==> src/common/cuPkg.sv <==
package cuPkg;

	// instruction register layout
	localparam int irWidth = 32;
	localparam int classLsb = 25;
	localparam int classMsb = 27;
	localparam int classWidth = classMsb - classLsb + 1;
	localparam int linkBit = 20;

	localparam int stateWidth = 7;
	localparam int aluOpWidth = 5;

	// memory transfer size, word access only in the kept states
	localparam logic [1:0] memSizeWord = 2'b10;

	// alu operation codes used by the microcode
	localparam logic [aluOpWidth-1:0] aluPass = 5'b10000;
	localparam logic [aluOpWidth-1:0] aluPassInc = 5'b10001;
	localparam logic [aluOpWidth-1:0] aluAdd = 5'b10011;
	localparam logic [aluOpWidth-1:0] aluMovB = 5'b00100;

	// shifter modes
	localparam logic [2:0] shiftRotImm = 3'b001;
	localparam logic [2:0] shiftBranchOff = 3'b100;

	// microcode states, numbered as in the original sequencer
	typedef enum logic [stateWidth-1:0]
	{
		reset = 7'd0,
		fetch1 = 7'd1,
		fetch2 = 7'd2,
		fetchWait = 7'd3,
		decode = 7'd4,
		dpImm1 = 7'd5,
		dpImm2 = 7'd6,
		dpShift = 7'd7,
		branch1 = 7'd8,
		branch2 = 7'd9,
		branchLink = 7'd10
	} stateCode_t;

	// opcode class in ir[27:25]
	typedef enum logic [classWidth-1:0]
	{
		dataShifter = 3'd0,
		dataImmediate = 3'd1,
		loadStoreImm = 3'd2,
		loadStoreReg = 3'd3,
		branch = 3'd5
	} instrClass_t;

	// datapath multiplexer selects
	typedef struct packed
	{
		logic [1:0] muxA;
		logic [1:0] muxB;
		logic [2:0] muxC;
		logic muxD;
		logic [1:0] muxF;
		logic muxH;
		logic [1:0] muxJ;
	} muxSel_t;

	typedef struct packed
	{
		logic clear;
		logic regFileLoad;
		logic irLoad;
		logic marLoad;
		logic memReadWrite;
		logic memEnable;
		logic [1:0] memSize;
		logic flagLoad;
		muxSel_t sel;
		logic shiftEnable;
		logic [2:0] shiftType;
		logic [aluOpWidth-1:0] aluOp;
	} ctrlWord_t;

	typedef struct packed
	{
		instrClass_t instrClass;
		logic isDataImm;
		logic isDataShift;
		logic isBranch;
		logic withLink;
	} decodedInstr_t;

	localparam ctrlWord_t idleWord = '0;
	localparam ctrlWord_t resetWord = '{clear: 1'b1, default: '0};

endpackage

==> src/sequencer/instrDecoder.sv <==
`timescale 1ns/1ps

module instrDecoder
(
	input logic [cuPkg::irWidth-1:0] ir,
	output cuPkg::decodedInstr_t decoded
);

	cuPkg::instrClass_t opClass;
	logic linkSel;

	assign opClass = cuPkg::instrClass_t'(ir[cuPkg::classMsb:cuPkg::classLsb]);
	assign linkSel = ir[cuPkg::linkBit];

	always_comb
	begin
		decoded = '0;
		decoded.instrClass = opClass;
		case (opClass)
			cuPkg::dataImmediate:
			begin
				decoded.isDataImm = 1'b1;
			end
			cuPkg::dataShifter:
			begin
				decoded.isDataShift = 1'b1;
			end
			cuPkg::branch:
			begin
				decoded.isBranch = 1'b1;
				// link bit only has a meaning for branches
				decoded.withLink = linkSel;
			end
			default:
			begin
				// load/store and reserved classes leave every flag clear
			end
		endcase
	end

endmodule

==> src/sequencer/nextStateLogic.sv <==
`timescale 1ns/1ps

module nextStateLogic
(
	input logic CLK,
	input logic rstN,
	input logic cond,
	input logic moc,
	input cuPkg::decodedInstr_t decoded,
	output cuPkg::stateCode_t state
);

	cuPkg::stateCode_t nextState;
	cuPkg::stateCode_t dispatchState;

	// first step of the instruction once decode has passed the condition
	always_comb
	begin
		if (decoded.isDataImm)
		begin
			dispatchState = cuPkg::dpImm1;
		end
		else if (decoded.isDataShift)
		begin
			dispatchState = cuPkg::dpShift;
		end
		else if (decoded.isBranch)
		begin
			// with link the return address is saved before the branch proper
			dispatchState = decoded.withLink ? cuPkg::branchLink : cuPkg::branch1;
		end
		else
		begin
			dispatchState = cuPkg::fetch1;
		end
	end

	always_comb
	begin
		case (state)
			cuPkg::reset:
				nextState = cuPkg::fetch1;
			cuPkg::fetch1:
				nextState = cuPkg::fetch2;
			cuPkg::fetch2:
				nextState = cuPkg::fetchWait;
			cuPkg::fetchWait:
				// hold until memory signals completion
				nextState = moc ? cuPkg::decode : cuPkg::fetchWait;
			cuPkg::decode:
				nextState = cond ? dispatchState : cuPkg::fetch1;
			cuPkg::dpImm1:
				nextState = cuPkg::dpImm2;
			cuPkg::dpImm2:
				nextState = cuPkg::fetch1;
			cuPkg::dpShift:
				nextState = cuPkg::fetch1;
			cuPkg::branchLink:
				nextState = cuPkg::branch1;
			cuPkg::branch1:
				nextState = cuPkg::branch2;
			cuPkg::branch2:
				nextState = cuPkg::fetch1;
			default:
				// unused codes recover through the clear state
				nextState = cuPkg::reset;
		endcase
	end

	always_ff @(posedge CLK)
	begin
		if (!rstN)
		begin
			state <= cuPkg::reset;
		end
		else
		begin
			state <= nextState;
		end
	end

endmodule

==> src/verilog/controlUnit.sv <==
`timescale 1ns/1ps

module controlUnit
(
	input logic CLK,
	input logic rstN,
	input logic [cuPkg::irWidth-1:0] ir,
	input logic cond,
	input logic moc,
	output cuPkg::ctrlWord_t ctrl
);

	cuPkg::decodedInstr_t decoded;
	cuPkg::stateCode_t state;

	// ir is classified without a clock, the sequencer samples the flags at decode
	instrDecoder u_instrDecoder
	(
		.ir(ir),
		.decoded(decoded)
	);

	nextStateLogic u_nextStateLogic
	(
		.CLK(CLK),
		.rstN(rstN),
		.cond(cond),
		.moc(moc),
		.decoded(decoded),
		.state(state)
	);

	// Moore output, the control word depends on the state alone
	microcodeRom u_microcodeRom
	(
		.state(state),
		.ctrl(ctrl)
	);

endmodule

==> src/verilog/microcodeRom.sv <==
`timescale 1ns/1ps

module microcodeRom
(
	input cuPkg::stateCode_t state,
	output cuPkg::ctrlWord_t ctrl
);

	always_comb
	begin
		ctrl = cuPkg::idleWord;
		case (state)
			cuPkg::reset:
			begin
				ctrl = cuPkg::resetWord;
			end
			cuPkg::fetch1:
			begin
				// MAR <- PC
				ctrl.marLoad = 1'b1;
				ctrl.sel.muxA = 2'd2;
				ctrl.sel.muxD = 1'b1;
				ctrl.aluOp = cuPkg::aluPass;
			end
			cuPkg::fetch2:
			begin
				// start the word read and advance PC
				ctrl.regFileLoad = 1'b1;
				ctrl.memReadWrite = 1'b1;
				ctrl.memEnable = 1'b1;
				ctrl.memSize = cuPkg::memSizeWord;
				ctrl.sel.muxA = 2'd2;
				ctrl.sel.muxC = 3'd3;
				ctrl.sel.muxD = 1'b1;
				ctrl.aluOp = cuPkg::aluPassInc;
			end
			cuPkg::fetchWait:
			begin
				// IR captures memory data, repeated while moc is low
				ctrl.irLoad = 1'b1;
				ctrl.memReadWrite = 1'b1;
				ctrl.memEnable = 1'b1;
				ctrl.memSize = cuPkg::memSizeWord;
			end
			cuPkg::dpImm1:
			begin
				ctrl.regFileLoad = 1'b1;
				ctrl.sel.muxB = 2'd1;
				ctrl.sel.muxC = 3'd4;
				ctrl.sel.muxD = 1'b1;
				ctrl.sel.muxF = 2'd3;
				ctrl.shiftEnable = 1'b1;
				ctrl.shiftType = cuPkg::shiftRotImm;
				ctrl.aluOp = cuPkg::aluAdd;
			end
			cuPkg::dpImm2:
			begin
				ctrl.regFileLoad = 1'b1;
				ctrl.flagLoad = 1'b1;
				ctrl.sel.muxJ = 2'd1;
			end
			cuPkg::dpShift:
			begin
				ctrl.regFileLoad = 1'b1;
				ctrl.flagLoad = 1'b1;
				ctrl.sel.muxB = 2'd1;
				ctrl.sel.muxH = 1'b1;
			end
			cuPkg::branch1:
			begin
				// PC + shifted offset
				ctrl.regFileLoad = 1'b1;
				ctrl.flagLoad = 1'b1;
				ctrl.sel.muxB = 2'd1;
				ctrl.sel.muxC = 3'd4;
				ctrl.sel.muxD = 1'b1;
				ctrl.sel.muxF = 2'd3;
				ctrl.sel.muxJ = 2'd3;
				ctrl.shiftEnable = 1'b1;
				ctrl.shiftType = cuPkg::shiftBranchOff;
				ctrl.aluOp = cuPkg::aluAdd;
			end
			cuPkg::branch2:
			begin
				ctrl.regFileLoad = 1'b1;
				ctrl.sel.muxA = 2'd2;
				ctrl.sel.muxC = 3'd3;
				ctrl.sel.muxD = 1'b1;
				ctrl.sel.muxJ = 2'd1;
				ctrl.aluOp = cuPkg::aluMovB;
			end
			cuPkg::branchLink:
			begin
				// LR <- PC before the branch steps
				ctrl.regFileLoad = 1'b1;
				ctrl.sel.muxA = 2'd3;
				ctrl.sel.muxC = 3'd4;
				ctrl.sel.muxD = 1'b1;
				ctrl.sel.muxJ = 2'd1;
				ctrl.aluOp = cuPkg::aluMovB;
			end
			default:
			begin
				// decode and unused codes drive no strobe
				ctrl = cuPkg::idleWord;
			end
		endcase
	end

endmodule
==> config.mk <==
export PLATFORM = sky130hd
export DESIGN_NAME = controlUnit
export DESIGN_NICKNAME = d
export VERILOG_FILES = /design/src/common/cuPkg.sv /design/src/sequencer/instrDecoder.sv /design/src/sequencer/nextStateLogic.sv /design/src/verilog/controlUnit.sv /design/src/verilog/microcodeRom.sv
export SDC_FILE = /design/constraint.sdc
export NUM_CORES = 1
export LEC_CHECK = 0
export BUFFER_PORTS_ARGS = -buffer_cell sky130_fd_sc_hd__buf_2
export CORE_UTILIZATION = 36
export DETAILED_ROUTE_END_ITERATION = 8
export PLACE_DENSITY = 0.92
export SKIP_CTS_REPAIR_TIMING = 1
export SYNTH_ARGS = -nofsm -noshare
export SYNTH_HDL_FRONTEND = slang
export SYNTH_SLANG_ARGS = --single-unit
==> constraint.sdc <==
create_clock -name CLK -period 4.8 [get_ports CLK]
set_clock_uncertainty 0.15 [all_clocks]
set_input_delay 0.96 -clock CLK [delete_from_list [all_inputs] [get_ports CLK]]
set_output_delay 0.96 -clock CLK [all_outputs]
set_load 0.02 [all_outputs]
==> flow_summary.toml, run 1 <==
[placement]
routabilityCongestion = 0.819
place_inst = 125
hpwl_um = 1060
io_buffers = 34

[global_routing]
grt-ovfl-total = 0
grt_pass1_wl_um = 2260
grt.total_usage = 0.160
antenna_found_initial = 0
grt_pass1_vias = 535
grt_max_degree = 26

[cells_and_area]
diodes = 0
layout.nets = 150
largest_reg_flops = 4
drive_gt1_frac = 0.375
top_register = "u_nextStateLogic.state"
final_cells = 128
reg_top3 = "u_nextStateLogic.state: 4 flops"
syn2layout_area_growth_pct = 18.0

[setup_path]
start_kind = "flop"
worstSetupPathType = "reg2out"
arrival_ns = 1.93
cp-end-kind = "output pin"
crit_chain = "nand2b_1 -> mux2_2 -> nor2_1 -> buf_2"
required_ns = 3.69
max_stage_delay_ns = 0.82
crit_slowest_cell = "dfxtp_1"
critPathMaxFanout = 25

[synth]
synth_common_cells = "nor2_1, buf_4, a21oi_1"
synth_top_flop_cell = "dfxtp_1"
yosysTopAreaCell = "dfxtp_1"
synth_edf_count = 0
synthArstFlopShare = 0
synthTopCellsByArea = "dfxtp_1, buf_4, nor2_1, a21oi_1, nor2b_1"
synth_most_common_cell = "nor2_1"
synth_cell_types = 35
netlist.area_leader.share = 0.133
syn_area_um2 = 604
yosys_warnings = 0
postSynthAreaPerCell_um2 = 6.79
synth_sequential_area_ratio = 0.133
ys_ff_latch = 4
syn-instance-count = 89

[run_status]
status = "finished clean"

[routing]
num_vias = 671
drt-vias-per-instance = 5.24
drt_iter0_markers = 15
drt_pass1_iterations = 4
wl_per_cell_um = 11.2
drtAntennaViolNets = 0
wl_um = 1430
post-route-drc-count = 0

[pwr]
cellPowerDensity_nw_per_um2 = 259
power_leakage_nw = 0.376
internal-power_uw = 98.3
p_seq_frac = 0.282
pwr-share-comb = 0.478
p_clk_frac = 0.239
p_sw_frac = 0.469
ir_worst_vdd_uv = 103
p_switching_uw = 86.7

[timing]
finalHoldViolCount = 0
worst_pin_slew_ns = 0.782
relSlewSlack = 0.478
fin_setup_tns_ns = 0
fin_crit_sh = 0.633
drv_slew = 0
post-route-min-period_ns = 3.04
fmax_mhz = 329
rsz0062_at_grt = "no"
setup_viol = 0

[floorplan]
die-height_um = 43.0
rows = 14
initial_core_util = 0.392
io-pin-count = 67
die-area_um2 = 1850
core_area_um2 = 1540
die_x_um = 43.0

[clock_network]
cts_made_buffers = 3
cts_tree = "done"
clk_latency_ns = 0.25
clock_tree.root_cell = "clkbuf_4"
h-tree-depth = 1
cts.clk_slew.worst_paths_ns = 0.04
clockBufferDepth = 2
cts_sinks = 4

[run]
cap_violations = 0

[hold_path]
hold_path_class = "reg2reg"
[path summary, 6_finish.rpt]
| path | start | endpoint | slack, ns | depth (start not counted) |
|---|---|---|---|---|
| setup / recovery | u_nextStateLogic.state[1] | ctrl[16] | 1.76 | 4 |
| hold / removal | u_nextStateLogic.state[3] | u_nextStateLogic.state[1] | 0.65 | 2 |
| setup reg to reg | u_nextStateLogic.state[1] | u_nextStateLogic.state[2] | 3.07 | 3 |
| hold reg to reg | u_nextStateLogic.state[3] | u_nextStateLogic.state[1] | 0.65 | 2 |
[metal layers]
layer | global-route usage | wire length, um | up-vias
li1 | - | - | 341
met1 | 0.199 | 653 | 284
met2 | 0.248 | 625 | 43
met3 | 0.0298 | 122 | 3
met4 | 0.103 | 29 | 0
met5 | 0 | 0 | -
[area by class of cell]
class                      count  area, um2
clock buffer                   3       22.5
fill                         163        828
inverter                       2       7.51
multi-input combinational     69        413
sequential                     4       80.1
tap                           16       20.0
timing repair buffer          34        170
[cells in the final DEF (no fill, tap or decap), drive strengths merged, types with 3 or more instances in the layout]
cell type	instances
nor2b	6
clkbuf	3
dfxtp	4
o21ai	5
nand2	4
a21oi	9
nor3	3
nor2	11
nand2b	3
conb	4
nand3b	3
buf	34
[critical path, delay by kind of cell (launching register included)]
| kind | cells | cell delay, ns |
|---|---|---|
| flops | 1 | 0.82 |
| simple gates | 2 | 0.36 |
| mux | 1 | 0.32 |
| buf+inv | 1 | 0.18 |
[through the flow]
step | utilization | power, mW | hold WS (ns) | area (um2) | worst slack (ns)
3_3_place_gp | 0.448 | 0.137 | 0.616 | 691 | 2.08
6_report | 0.463 | 0.185 | 0.647 | 713 | 1.76
5_1_grt | 0.463 | 0.198 | 0.679 | 713 | 1.57
2_1_floorplan | - | 0.126 | 0.389 | 616 | 2.23
4_1_cts | 0.463 | 0.185 | 0.644 | 713 | 1.77
3_5_place_dp | 0.448 | 0.140 | 0.632 | 691 | 2.04
[kinds of logic after synthesis]
| group | share of synthesized area |
|---|---|
| AO/OA/AOI/OAI | 0.244 |
| buffers and inverters | 0.203 |
| other | 0.00621 |
| multiplexers | 0.0186 |
| flip-flops | 0.133 |
| AND/OR/NAND/NOR | 0.395 |
[power by group through the flow]
stage	registers (mW)	logic [mW]	clock network, mW
global route	0.0544	0.0964	0.0470
floorplan	0.0395	0.0869	0
CTS	0.0519	0.0884	0.0451
finish	0.0522	0.0885	0.0443
detailed placement	0.0525	0.0880	0
global placement	0.0515	0.0859	0
(Power assumes the default switching activity.)
==> run 2, diff against run 1 <==
- ABC_AREA: unset -> 1
- CORE_ASPECT_RATIO: unset -> 0.75
- CORE_UTILIZATION: 36 -> 27
- PLACE_DENSITY: 0.92 -> 0.82
- clock period: 4.8 -> 2.5 ns (I/O delays scaled with it)
==> flow_summary.toml, run 2 <==
[timing]
whs_ns = 0.390
setup_viol = 0
fmax_mhz = 474
fin_crit_sh = 0.844
setup_ws_ns = 0.389
drv_slew = 0
rsz0062_at_grt = "no"
post-route-min-period_ns = 2.11
finalHoldViolCount = 0
fin_setup_tns_ns = 0

[synth]
synth_sequential_area_ratio = 0.158
yosysTopAreaCell = "nor2_1"
ys_ff_latch = 4
synthTopCellsByArea = "nor2_1, dfxtp_1, buf_4, inv_1, nand2_1"
synth_simple_gate_area_frac = 0.473
netlist.area_leader.share = 0.178
postSynthAreaPerCell_um2 = 5.27
synth_common_cells = "nor2_1, inv_1, nand2_1"
synth_adder_area_share = 0
yosys_warnings = 0
synth-xor-area-share = 0
syn-instance-count = 96
synth_edf_count = 0
synth_top_flop_cell = "dfxtp_1"
synthMuxAreaShare = 0
syn_area_um2 = 505
synth_top_family_by_area = "simple AND/OR/NAND/NOR gates"
synth_cell_types = 14
synth_most_common_cell = "nor2_1"
synthArstFlopShare = 0
synth_compound_area_frac = 0.0941

[global_routing]
grt_max_degree = 8
antenna_found_initial = 0
grt_pass1_vias = 518
grt.total_usage = 0.130
grt_pass1_wl_um = 1930
grt-ovfl-total = 0

[routing]
wl_um = 1360
drt_pass1_iterations = 4
num_vias = 676
wl_per_cell_um = 9.09
drt-vias-per-instance = 4.54
post-route-drc-count = 0
drt_iter0_markers = 13
drtAntennaViolNets = 0

[placement]
io_buffers = 34
placed_area_um2 = 647
place_inst = 146
routabilityCongestion = 0.834
hpwl_um = 1150
post-place-ws_ns = 0.644

[clock_network]
cts.clk_slew.worst_paths_ns = 0.04
cts_made_buffers = 3
cts_sinks = 4
clk_latency_ns = 0.23
cts_tree = "done"
clockBufferDepth = 2
h-tree-depth = 1
clock_tree.root_cell = "clkbuf_4"

[pwr]
power_leakage_nw = 0.470
cellPowerDensity_nw_per_um2 = 738
power_uw = 494
pwr-share-comb = 0.657
p_sw_frac = 0.540
p_switching_uw = 267
p_clk_frac = 0.157
ir_worst_vdd_uv = 313
p_seq_frac = 0.186
internal-power_uw = 227

[floorplan]
die_x_um = 52.0
rows = 13
core_area_um2 = 1740
die-area_um2 = 2050
initial_core_util = 0.290
io-pin-count = 67
die-height_um = 39.5

[run]
cap_violations = 0

[cells_and_area]
layout.nets = 165
design_area_um2 = 669
fill_cells = 180
final_common_cell = "buf_2"
top_register = "u_nextStateLogic.state"
syn2layout_area_growth_pct = 32.4
diodes = 0
utilization = 0.385
drive_gt1_frac = 0.323
reg_top3 = "u_nextStateLogic.state: 4 flops"
final_cells = 149
largest_reg_flops = 4
mostFrequentLayoutCells = "buf_2, nor2_1, inv_1"

[setup_path]
worstSetupPathType = "reg2out"
reg2reg_depth = 7
critPathMaxFanout = 7
worstReg2RegStart = "u_nextStateLogic.state[0]"
start_kind = "flop"
required_ns = 1.85
crit_start = "u_nextStateLogic.state[1]"
timing.critical_path.to = "ctrl[18]"
r2r_slack_ns = 1.16
reg2reg_to = "u_nextStateLogic.state[0]"
arrival_ns = 1.46
cp-end-kind = "output pin"

[hold_path]
hold_depth = 3
hold_path_class = "in2reg"

[run_status]
status = "finished clean"
==> run 2: cell types whose count changed in the layout (fill, tap and decap cells not counted), sizes merged, moves of 6 or more <==
cell	delta
inv	+16
nand2	+13
nor2	+16
nand3	+7
nor2b	-6
a21oi	-6
==> run 2: metal layers <==
metal,vias up,wire [um],GRT usage
li1,348,-,-
met1,299,531,0.153
met2,27,687,0.212
met3,2,132,0.0620
met4,0,4,0.0338
met5,-,0,0
==> run 2: critical path, stage by stage, from the launching register on <==
cell and delay (ns):
dfxtp_1 0.36, nor2_1 0.24, inv_1 0.13, nor2_2 0.15, nor2_4 0.08, o21ai_0 0.08, buf_2 0.19
==> run 2: power by group through the flow <==
| stage | clock network [mW] | registers [mW] | logic, mW |
|---|---|---|---|
| floorplan | 0 | 0.0886 | 0.249 |
| global placement | 0 | 0.0915 | 0.316 |
| detailed placement | 0 | 0.0920 | 0.323 |
| CTS | 0.0807 | 0.0910 | 0.325 |
| global route | 0.0880 | 0.0932 | 0.358 |
| finish | 0.0775 | 0.0919 | 0.325 |
==> run 2: area by class of cell <==
class	count	area, um2	area share
repair buffers	34	170	0.254
multi-input cells	68	302	0.450
inverters	18	67.6	0.101
clock buffers	3	22.5	0.0336
well taps	22	27.5	0.0411
flip-flops and latches	4	80.1	0.120
==> run 2: kinds of logic after synthesis <==
logic type	Yosys count
AND/OR/NAND/NOR	55
flip-flops	4
AO/OA/AOI/OAI	9
other	1
buffers and inverters	27
==> run 2: how the worst min path moves through the flow <==
| stage | start | end | slack, ns |
|---|---|---|---|
| final | rstN | u_nextStateLogic.state[0] | 0.39 |
| after floorplan | u_nextStateLogic.state[0] | u_nextStateLogic.state[3] | 0.44 |
| after global routing | rstN | u_nextStateLogic.state[0] | 0.42 |
| after CTS | rstN | u_nextStateLogic.state[0] | 0.39 |
| after global placement | u_nextStateLogic.state[0] | u_nextStateLogic.state[3] | 0.50 |
| after detailed placement | u_nextStateLogic.state[0] | u_nextStateLogic.state[3] | 0.52 |
